--- src/encoder_pkg.sv ---
`default_nettype none

package encoder_pkg;

  // counts are decimal, 0 to 9999, so 14 bits are enough.
  localparam int count_w = 14;

  // iteration counter width for anything that walks the count bit by bit.
  localparam int count_idx_w = $clog2(count_w);

  // two flops per asynchronous input.
  localparam int sync_stages = 2;

  typedef logic [count_w-1:0] count_t;

  // up from count_max wraps to 0, down from 0 wraps to count_max.
  localparam count_t count_max = count_t'(9999);

endpackage

`default_nettype wire

--- src/display_pkg.sv ---
`default_nettype none

package display_pkg;

  localparam int num_digits = 8;
  localparam int digits_per_channel = 4;

  // clock cycles per digit slot, longer than one serial frame.
  localparam int scan_period = 64;

  // clock cycles per sck phase.
  localparam int sck_half = 1;

  // select byte followed by segment byte.
  localparam int frame_bits = 16;

  localparam int scan_cnt_w = $clog2(scan_period);
  localparam int digit_idx_w = $clog2(num_digits);
  localparam int sck_cnt_w = $clog2(sck_half + 1);
  localparam int frame_idx_w = $clog2(frame_bits);

  typedef logic [3:0] bcd_t;
  typedef logic [15:0] bcd_word_t;
  typedef logic [7:0] seg_t;
  typedef logic [7:0] sel_t;

  // bit 0 is segment a, bit 6 is g, bit 7 (dp) stays low.
  localparam seg_t seg_font [10] = '{
    8'h3f, 8'h06, 8'h5b, 8'h4f, 8'h66,
    8'h6d, 8'h7d, 8'h07, 8'h7f, 8'h6f
  };

endpackage

`default_nettype wire

--- src/quad_decoder.sv ---
`default_nettype none

module quad_decoder
  import encoder_pkg::*;
(
  input  wire    clk,
  input  wire    reset,
  input  wire    a,
  input  wire    b,
  input  wire    clear,
  output count_t count
);

  logic [sync_stages-1:0] a_sync;
  logic [sync_stages-1:0] b_sync;
  logic [sync_stages-1:0] clear_sync;
  logic [1:0] phase;
  logic [1:0] prev_phase;
  logic [1:0] change;
  logic step;
  logic up;

  assign phase = {a_sync[sync_stages-1], b_sync[sync_stages-1]};
  assign change = phase ^ prev_phase;

  // a step is a change of exactly one phase bit; a double change is a glitch.
  assign step = change[1] ^ change[0];

  // with A leading B the sequence is 00, 10, 11, 01, so the new A differs
  // from the old B on every forward step.
  assign up = phase[1] ^ prev_phase[0];

  always_ff @(posedge clk) begin
    if (reset) begin
      a_sync <= '0;
      b_sync <= '0;
      clear_sync <= '0;
      prev_phase <= 2'b00;
    end else begin
      a_sync <= {a_sync[sync_stages-2:0], a};
      b_sync <= {b_sync[sync_stages-2:0], b};
      clear_sync <= {clear_sync[sync_stages-2:0], clear};
      prev_phase <= phase;
    end
  end

  always_ff @(posedge clk) begin
    if (reset) begin
      count <= '0;
    end else if (clear_sync[sync_stages-1]) begin
      // clear wins over any step seen in the same cycle.
      count <= '0;
    end else if (step) begin
      if (up) begin
        if (count == count_max) begin
          count <= '0;
        end else begin
          count <= count + 1'b1;
        end
      end else begin
        if (count == '0) begin
          count <= count_max;
        end else begin
          count <= count - 1'b1;
        end
      end
    end
  end

endmodule

`default_nettype wire

--- src/bin_to_bcd.sv ---
`default_nettype none

module bin_to_bcd
  import encoder_pkg::*;
  import display_pkg::*;
(
  input  wire       clk,
  input  wire       reset,
  input  wire count_t count_1,
  input  wire count_t count_2,
  output logic      bcd_valid,
  output logic      bcd_channel,
  output bcd_word_t bcd_word
);

  typedef enum logic [1:0] {idle_load, shift, done} state_t;

  state_t state;
  logic channel;
  logic [count_idx_w-1:0] iter;
  count_t bin_reg;
  bcd_word_t bcd_reg;
  bcd_word_t bcd_adj;

  // add 3 to every digit of 5 or more before the next shift.
  always_comb begin
    bcd_adj = bcd_reg;
    for (int i = 0; i < digits_per_channel; i++) begin
      if (bcd_reg[4*i +: 4] > 4'd4) begin
        bcd_adj[4*i +: 4] = bcd_reg[4*i +: 4] + 4'd3;
      end
    end
  end

  always_ff @(posedge clk) begin
    if (reset) begin
      state <= idle_load;
      channel <= 1'b0;
      iter <= '0;
      bcd_valid <= 1'b0;
    end else begin
      bcd_valid <= 1'b0;
      case (state)
        idle_load: begin
          bin_reg <= channel ? count_2 : count_1;
          bcd_reg <= '0;
          iter <= '0;
          state <= shift;
        end
        shift: begin
          {bcd_reg, bin_reg} <= {bcd_adj, bin_reg} << 1;
          iter <= iter + 1'b1;
          if (iter == count_idx_w'(count_w - 1)) begin
            state <= done;
          end
        end
        done: begin
          bcd_valid <= 1'b1;
          bcd_channel <= channel;
          bcd_word <= bcd_reg;
          channel <= ~channel;
          state <= idle_load;
        end
        default: state <= idle_load;
      endcase
    end
  end

endmodule

`default_nettype wire

--- src/digit_scanner.sv ---
`default_nettype none

module digit_scanner
  import display_pkg::*;
(
  input  wire            clk,
  input  wire            reset,
  input  wire            bcd_valid,
  input  wire            bcd_channel,
  input  wire bcd_word_t bcd_word,
  output logic           frame_valid,
  output sel_t           frame_sel,
  output seg_t           frame_seg
);

  bcd_t [num_digits-1:0] digits;
  logic [scan_cnt_w-1:0] timer;
  logic [digit_idx_w-1:0] index;
  logic frame_tick;

  assign frame_tick = (timer == scan_cnt_w'(scan_period - 1));

  // channel 0 owns digits 0 to 3, channel 1 owns digits 4 to 7.
  always_ff @(posedge clk) begin
    if (reset) begin
      digits <= '0;
    end else if (bcd_valid) begin
      if (bcd_channel) begin
        digits[num_digits-1:digits_per_channel] <= bcd_word;
      end else begin
        digits[digits_per_channel-1:0] <= bcd_word;
      end
    end
  end

  always_ff @(posedge clk) begin
    if (reset) begin
      timer <= '0;
      index <= '0;
      frame_valid <= 1'b0;
    end else begin
      frame_valid <= frame_tick;
      if (frame_tick) begin
        timer <= '0;
        if (index == digit_idx_w'(num_digits - 1)) begin
          index <= '0;
        end else begin
          index <= index + 1'b1;
        end
      end else begin
        timer <= timer + 1'b1;
      end
    end
  end

  // the frame shows the digit at the current index, before it advances.
  always_ff @(posedge clk) begin
    if (frame_tick) begin
      frame_sel <= sel_t'(1) << index;
      frame_seg <= seg_font[digits[index]];
    end
  end

endmodule

`default_nettype wire

--- src/hc595_driver.sv ---
`default_nettype none

module hc595_driver
  import display_pkg::*;
(
  input  wire       clk,
  input  wire       reset,
  input  wire       frame_valid,
  input  wire sel_t frame_sel,
  input  wire seg_t frame_seg,
  output logic      sck,
  output logic      rck,
  output logic      ser
);

  typedef enum logic [1:0] {idle, shift_low, shift_high, latch} state_t;

  state_t state;
  logic [frame_bits-1:0] frame;
  logic [frame_bits-1:0] shreg;
  logic [frame_idx_w-1:0] bit_cnt;
  logic [sck_cnt_w-1:0] half_cnt;
  logic half_end;

  // select byte goes out first so it lands in the far register of the chain.
  assign frame = {frame_sel, frame_seg};
  assign half_end = (half_cnt == sck_cnt_w'(sck_half - 1));

  always_ff @(posedge clk) begin
    if (reset) begin
      state <= idle;
      bit_cnt <= '0;
      half_cnt <= '0;
      sck <= 1'b0;
      rck <= 1'b0;
      ser <= 1'b0;
    end else begin
      rck <= 1'b0;
      case (state)
        idle: begin
          if (frame_valid) begin
            shreg <= frame;
            ser <= frame[frame_bits-1];
            bit_cnt <= '0;
            half_cnt <= '0;
            state <= shift_low;
          end
        end
        shift_low: begin
          if (half_end) begin
            half_cnt <= '0;
            sck <= 1'b1;
            state <= shift_high;
          end else begin
            half_cnt <= half_cnt + 1'b1;
          end
        end
        shift_high: begin
          if (half_end) begin
            half_cnt <= '0;
            sck <= 1'b0;
            if (bit_cnt == frame_idx_w'(frame_bits - 1)) begin
              ser <= 1'b0;
              rck <= 1'b1;
              state <= latch;
            end else begin
              // next bit is set up on the falling edge of sck.
              ser <= shreg[frame_bits-2];
              shreg <= shreg << 1;
              bit_cnt <= bit_cnt + 1'b1;
              state <= shift_low;
            end
          end else begin
            half_cnt <= half_cnt + 1'b1;
          end
        end
        latch: state <= idle;
        default: state <= idle;
      endcase
    end
  end

endmodule

`default_nettype wire

--- src/encoder_display_top.sv ---
`default_nettype none

module encoder_display_top
  import encoder_pkg::*;
  import display_pkg::*;
(
  input  wire    clk,
  input  wire    reset,
  input  wire    a_1,
  input  wire    b_1,
  input  wire    a_2,
  input  wire    b_2,
  input  wire    clear_1,
  input  wire    clear_2,
  output logic   sck,
  output logic   rck,
  output logic   ser,
  output count_t cnt_1,
  output count_t cnt_2
);

  logic bcd_valid;
  logic bcd_channel;
  bcd_word_t bcd_word;
  logic frame_valid;
  sel_t frame_sel;
  seg_t frame_seg;

  quad_decoder quad_decoder_inst_1 (
    .clk(clk),
    .reset(reset),
    .a(a_1),
    .b(b_1),
    .clear(clear_1),
    .count(cnt_1)
  );

  quad_decoder quad_decoder_inst_2 (
    .clk(clk),
    .reset(reset),
    .a(a_2),
    .b(b_2),
    .clear(clear_2),
    .count(cnt_2)
  );

  bin_to_bcd bin_to_bcd_inst (
    .clk(clk),
    .reset(reset),
    .count_1(cnt_1),
    .count_2(cnt_2),
    .bcd_valid(bcd_valid),
    .bcd_channel(bcd_channel),
    .bcd_word(bcd_word)
  );

  digit_scanner digit_scanner_inst (
    .clk(clk),
    .reset(reset),
    .bcd_valid(bcd_valid),
    .bcd_channel(bcd_channel),
    .bcd_word(bcd_word),
    .frame_valid(frame_valid),
    .frame_sel(frame_sel),
    .frame_seg(frame_seg)
  );

  hc595_driver hc595_driver_inst (
    .clk(clk),
    .reset(reset),
    .frame_valid(frame_valid),
    .frame_sel(frame_sel),
    .frame_seg(frame_seg),
    .sck(sck),
    .rck(rck),
    .ser(ser)
  );

endmodule

`default_nettype wire

--- config.mk ---
export PLATFORM = sky130hd
export DESIGN_NAME = encoder_display_top
export DESIGN_NICKNAME = d
export VERILOG_FILES = /design/src/encoder_pkg.sv /design/src/display_pkg.sv /design/src/quad_decoder.sv /design/src/bin_to_bcd.sv /design/src/digit_scanner.sv /design/src/hc595_driver.sv /design/src/encoder_display_top.sv
export SDC_FILE = /design/constraint.sdc
export NUM_CORES = 1
export LEC_CHECK = 0
export BUFFER_PORTS_ARGS = -buffer_cell sky130_fd_sc_hd__buf_4
export CORE_ASPECT_RATIO = 2
export CORE_UTILIZATION = 58
export CTS_CLUSTER_DIAMETER = 150
export DETAILED_ROUTE_END_ITERATION = 10
export GPL_TIMING_DRIVEN = 0
export MAX_ROUTING_LAYER = met4
export PLACE_DENSITY = 0.8
export SLEW_MARGIN = 20
export SYNTH_ARGS = -nofsm -noshare
export SYNTH_HDL_FRONTEND = slang
export SYNTH_SLANG_ARGS = --single-unit
--- constraint.sdc ---
create_clock -name clk -period 3.9 [get_ports clk]
set_clock_uncertainty 0.2 [all_clocks]
set_input_delay 0.39 -clock clk [delete_from_list [all_inputs] [get_ports clk]]
set_output_delay 0.39 -clock clk [all_outputs]
set_load 0.005 [all_outputs]
# [After elaboration in Yosys (flattened, before gate mapping)]
# Memories as Yosys holds them, arrays and structs flattened. A register that Yosys moved wholly into a read port is not among the register bits.
# Cells that the tools add are included.
[totals] ff_bits=174 rom_bits=128 elab_cells=151 n_memories=1 in_bits=8 output_inout_bits=31
[op_classes] mux=44 n_bitwise=11 n_lt_le_gt_ge=5 n_eq_ne=16 shift=1 reduce_logical=23 n_addsub=13
[mem_list] name="(no name shown)" words=16 width=8 read_ports=1 rd_ports_with_merged_regs=1 write_ports=0 line="digit_scanner.sv:60" source="frame_seg <= seg_font[digits[index]];"
[ops] cell="two-way mux 14 bit" n=7
[ops] cell="two-way mux 15 bit" n=3
[ops] cell="case mux 16 bit (2 select lines)" n=1
[ops] cell="case mux 15 bit (2 select lines)" n=1
[ops] cell="adder 14 x 1 -> 14 bit, second input constant" n=2
[ops] cell="== test 14 bit, second input constant" n=2
[ops] cell="logical NOT 14 bit" n=2
[ops] cell="two-way mux 4 bit" n=7
[ops] cell="case mux 14 bit (2 select lines)" n=1
[ops] cell="subtractor 14 x 1 -> 14 bit, second input constant" n=2
[ops] cell="greater-than comparator 4 x 3 -> 1 bit, second input constant" n=4
[ops] cell="case mux 4 bit (2 select lines)" n=2
[ops] cell="adder 4 x 2 -> 4 bit, second input constant" n=3
[ops] cell="binary-select mux 4 bit (select 3 bit)" n=1
[ops] cell="two-way mux 2 bit" n=5
[ops] cell="AND reduction 2 bit" n=5
[ops] cell="two-way mux 1 bit" n=9
[ops] cell="AND reduction 3 bit" n=3
[ops] cell="adder 4 x 1 -> 4 bit, second input constant" n=2
[ops] cell="== test 4 bit, second input constant" n=2
[ops] cell="inequality test 2 bit, second input constant" n=4
[ops] cell="case mux 2 bit (4 select lines)" n=1
[ops] cell="nonzero test 2 bit" n=4
[ops] cell="OR reduction 2 bit" n=4
[ops] cell="other kinds (22)" n=36

# [Depth between registers and ports, before layout]
[depth] word_depth=4 depth_mapped=8 depth_no_buf=7

# [Hierarchy]
# Synthesis repeated with hierarchy kept, for this count alone.
[hier_totals] hier_cells=891 area_unflattened_um2=8921.1
[modules_own_cells] mod="quad_decoder" area_each_um2=1382.6 n_inst=2 cells_per_inst=174 seq_area_each_um2=440.4
[modules_own_cells] mod="digit_scanner" area_each_um2=2516.2 n_inst=1 cells_per_inst=251 seq_area_each_um2=1291.2
[modules_own_cells] mod="bin_to_bcd" area_each_um2=2511.2 n_inst=1 cells_per_inst=207 seq_area_each_um2=1571.5
[modules_own_cells] mod="hc595_driver" area_each_um2=1128.6 n_inst=1 cells_per_inst=85 seq_area_each_um2=630.6

# [Least setup slack after synthesis]
# OpenSTA, ideal clock, no wires.
[synth_timing] path_kind="input to register" start="input reset" end="register bin_to_bcd_inst.bcd_reg[0], enable pin" required_time_ns=3.282 path_buffers=1 path_slack_ns=1.404 arrival_time_ns=1.878 setup_ns=0.418 cell_stages=2 cell_sequence="clkbuf_1 nor2_1"
[synth_via] elab_chain_len=2
[synth_rtl] element="from (decl)" line="encoder_display_top.sv:8" source="input wire reset,"
[synth_rtl] element="NOT 1 bit (no source line)"
[synth_rtl] element="AND reduction 2 bit (no source line)"
[synth_rtl] element="to (signal assigned)" line="bin_to_bcd.sv:51" source="{bcd_reg, bin_reg} <= {bcd_adj, bin_reg} << 1;"
[synth_rtl] element="to (decl)" line="bin_to_bcd.sv:22" source="bcd_word_t bcd_reg;"
# No other way between the ends.
# A chain may end at the register's enable or synchronous reset.

# [Worst setup path in the final report]
[layout_timing] start="register quad_decoder_inst_2.count[0]" end="register quad_decoder_inst_2.count[5]"
[layout_via] elab_chain_len=3 word_cells_on_any_way=7 cone_classes="2 x add/sub; 1 x eq/ne; 3 x mux; 1 x reduce/logical"
[layout_rtl] element="from (decl)" line="quad_decoder.sv:11" source="output count_t count"
[layout_rtl] element="from (signal assigned)" line="quad_decoder.sv:58" source="count <= count + 1'b1;"
[layout_rtl] element="from (signal assigned)" line="quad_decoder.sv:62" source="count <= count_max;"
[layout_rtl] element="from (signal assigned)" line="quad_decoder.sv:64" source="count <= count - 1'b1;"
[layout_rtl] element="subtractor 14 x 1 -> 14 bit, or another cell as far along" line="quad_decoder.sv:64"
[layout_rtl] element="two-way mux 14 bit, on equally long branches" line="quad_decoder.sv:61, quad_decoder.sv:55"
[layout_rtl] element="two-way mux 14 bit *" line="quad_decoder.sv:54" source="if (up) begin"
# Every way passes the cells marked *; elsewhere a longest branch is shown, timed or not.

==> flow_summary_export.csv <==
group,metric,value,unit
routing,routed_wl,21.1,mm
clock_network,path_clk_slew,0.07,ns
pwr,pwr-share-comb,13.7,%
routing,vias_per_cell,6.01,
synth,synthTopCellsByArea,"edfxtp_1 27%, dfxtp_1 24%, nand2_1 5.2%",
routing,firstDrtPassIters,8,
die,die_w,88.7,um
synth,ys_top_cells_by_count,"120 x nand2_1, 103 x dfxtp_1, 77 x edfxtp_1",
global_route,grt_overflow,0,
routing,drc_errors,2,
routing,detail-route-antenna-nets,0,
clock_network,cts_root_buf,"clkbuf_16",
synth,synth_most_common_cell,"nand2_1",
min_path,hold_class,"input port to flip-flop",
final_layout,fin_nets,996,
synth,async_flop_share,0,%
critical_path,worstPathArrival,3.23,ns
place,dp_cells,1132,
final_layout,largest_reg_flops,32,
critical_path,r2r-start,"quad_decoder_inst_2.count[0]",
global_route,grt_max_degree,24,
global_route,grt_usage,29.4,%
min_path,hold-path-cell-count,2,
routing,wl_per_cell,18.1,um
synth,synth_cell_types,55,
global_route,antenna_found_initial,0,
final_layout,syn2layout_area_growth,13.9,%
clock_network,clk_latency,0.42,ns
sta,post-route-period-util,80.2,%
synth,synth_seq_area_share,50.2,%
synth,yosys_warnings,0,
final_layout,antenna_cells,0,
clock_network,cts_setup_buffers,0,
critical_path,r2r_slack,0.77,ns
sta,tightestPinTransition,0.907,ns
sta,timing.fmax,320,MHz
final_layout,multiInputGateArea,4000,um2
sta,hold-worst-slack,0.0512,ns
min_path,min_from,"clear_1",
sta,final.min_clock_period,3.13,ns
critical_path,r2r_end,"quad_decoder_inst_2.count[5]",
clock_network,cts_tree,"done",
status,violations,"DRC",
synth,syn_nets,934,
pwr,p_leak,3.54,nW
routing,drt_iter0_drc,406,
sta,slew_headroom,38.7,%
pwr,clkPwrFrac,39.2,%
place,globalplace.congestion,0.973,
pwr,p_sw,1.18,mW
die,io_pins,39,
pwr,power_density,453,nW/um2
final_layout,stdcell_count,1168,
die,fp.dieH,175,um
sta,hold_violations,0,
synth,synth_area_per_cell,9.71,um2
synth,synth_edf_count,77,
critical_path,reg2regPathDepth,8,
synth,synth_top_area_share,26.5,%
critical_path,endpoint_kind,"flip-flop",
die,rows,63,
global_route,grt_first_pass_wirelength,33.7,mm
critical_path,path_max_fanout,10,
pwr,switching_share,26.4,%
pwr,p_seq_share,47.1,%
critical_path,crit_type,"flip-flop to flip-flop",
pwr,vdd_drop_max,0.295,mV
die,core,14700,um2
clock_network,clock_sinks,180,
min_path,whs_endpoint,"quad_decoder_inst_1.clear_sync[0]",
sta,maxSlewViolCount,0,
final_layout,regArea,4370,um2
synth,synthesis.area,8720,um2
status,status,"finished, violations left",
routing,vias,7025,
job,maxCapViolCount,0,
sta,setup_viol,0,
place,port-buffer-count,38,
place,place_hpwl,15.3,mm
critical_path,start_kind,"flip-flop",
global_route,grt_pass1_vias,7022,
synth,synth_ff_type,"dfxtp_1",
clock_network,numCtsBuffers,17,
clock_network,cts_buffer_depth,2,
sta,rsz0062_at_grt,"no",
clock_network,htree_num_levels,4,
critical_path,required,4.00,ns
final_layout,n_fill_cell,1162,
sta,finalSetupTns,0,ns
die,initial_core_util,59.1,%
synth,synth-seq-cells,180,
synth,synth_top_area_cell,"edfxtp_1",
pwr,p_int,3.31,mW
synth,syn_inst,898,
final_layout,layout-drive-gt1-share,11.6,%
die,die-area,15600,um2
## cell usage in the layout (no fill, tap or decap), types with 17 or more instances in the layout
master | Yosys | final
nand2_1 | 120 | 120
dfxtp_1 | 103 | 103
edfxtp_1 | 77 | 77
a21oi_1 | 69 | 69
nor2_1 | 63 | 61
clkbuf_1 | 51 | 53
o21ai_0 | 39 | 39
buf_4 | 0 | 38
inv_1 | 30 | 30
nor2b_1 | 30 | 29
ha_1 | 28 | 28
nand3_1 | 27 | 27
xnor2_1 | 21 | 21
mux2i_1 | 19 | 19
nor3_1 | 19 | 19
nor4_1 | 17 | 17
clkbuf_16 | 0 | 17
## power groups by stage
stage               Clock (mW)  Sequential, mW  Combinational (mW)
finish                    1.76            2.12               0.618
floorplan                    0            2.14               0.420
global route              1.86            2.13               0.676
CTS                       1.78            2.12               0.608
global placement             0            2.15               0.583
detailed placement           0            2.16               0.598
## cell families (layout without fill, tap and decap cells)
logic type      Yosys count  after routing  synth area share [%]
compound gates          168            168                  11.6
xor+xnor                 35             35                  3.52
fa+ha+maj                28             28                  4.02
buf+inv                  91            166                  4.13
flops                   180            180                  50.2
mux                      41             41                  6.06
simple gates            355            355                  20.5
## worst max path at each step
stage / endpoint / cells after the start / slack, ns / from
finish: quad_decoder_inst_2.count[5] / 8 / 0.77 / quad_decoder_inst_2.count[0]
floorplan: bin_to_bcd_inst.bcd_reg[0] / 2 / 1.40 / reset
detailed placement: quad_decoder_inst_2.count[5] / 8 / 0.84 / quad_decoder_inst_2.count[0]
global placement: bin_to_bcd_inst.bcd_reg[15] / 3 / 0.53 / reset
global route: quad_decoder_inst_2.count[5] / 8 / 0.59 / quad_decoder_inst_2.count[0]
CTS: quad_decoder_inst_2.count[5] / 8 / 0.81 / quad_decoder_inst_2.count[0]
## area by class of cell
| cell class | count | share of cell area (%) |
|---|---|---|
| plain buffers | 61 | 2.49 |
| clock buffers | 19 | 4.36 |
| clock inverters | 13 | 1.70 |
| repair buffers | 43 | 3.55 |
| flip-flops and latches | 180 | 44.1 |
| multi-input cells | 627 | 40.2 |
| well taps | 195 | 2.46 |
| inverters | 30 | 1.13 |
## through the flow
stage | setup WS, ns | power [mW] | utilization, % | cell area [um2]
global route | 0.586 | 4.66 | 67.4 | 9930
finish | 0.772 | 4.49 | 67.4 | 9930
floorplan | 1.40 | 2.56 | - | 8720
global placement | 0.533 | 2.74 | 62.7 | 9250
CTS | 0.810 | 4.50 | 67.3 | 9930
detailed placement | 0.843 | 2.75 | 63.0 | 9290
## worst max-delay path, stage by stage (launching register included)
cell,delay (ns)
dfxtp_1,0.44
inv_1,0.11
ha_1,0.24
nor4b_1,0.76
nand4_1,0.39
and2_1,0.29
clkbuf_1,0.18
a211oi_1,0.28
nor4_1,0.11
## metal layers
| layer | part of all wire, % | track usage, % | vias up |
|---|---|---|---|
| met5 | 0 | - | - |
| met4 | 5.5 | 18.5 | 0 |
| met3 | 3.2 | 4.61 | 81 |
| met2 | 57 | 53.5 | 234 |
| met1 | 35 | 27.4 | 3387 |
| li1 | - | - | 3323 |
## repair_timing
action / CTS / global route
hold endpoints to repair: 4 / 0
hold buffers: 4 / 0
resized for setup: 0 / 0
(Power assumes the default switching activity.)
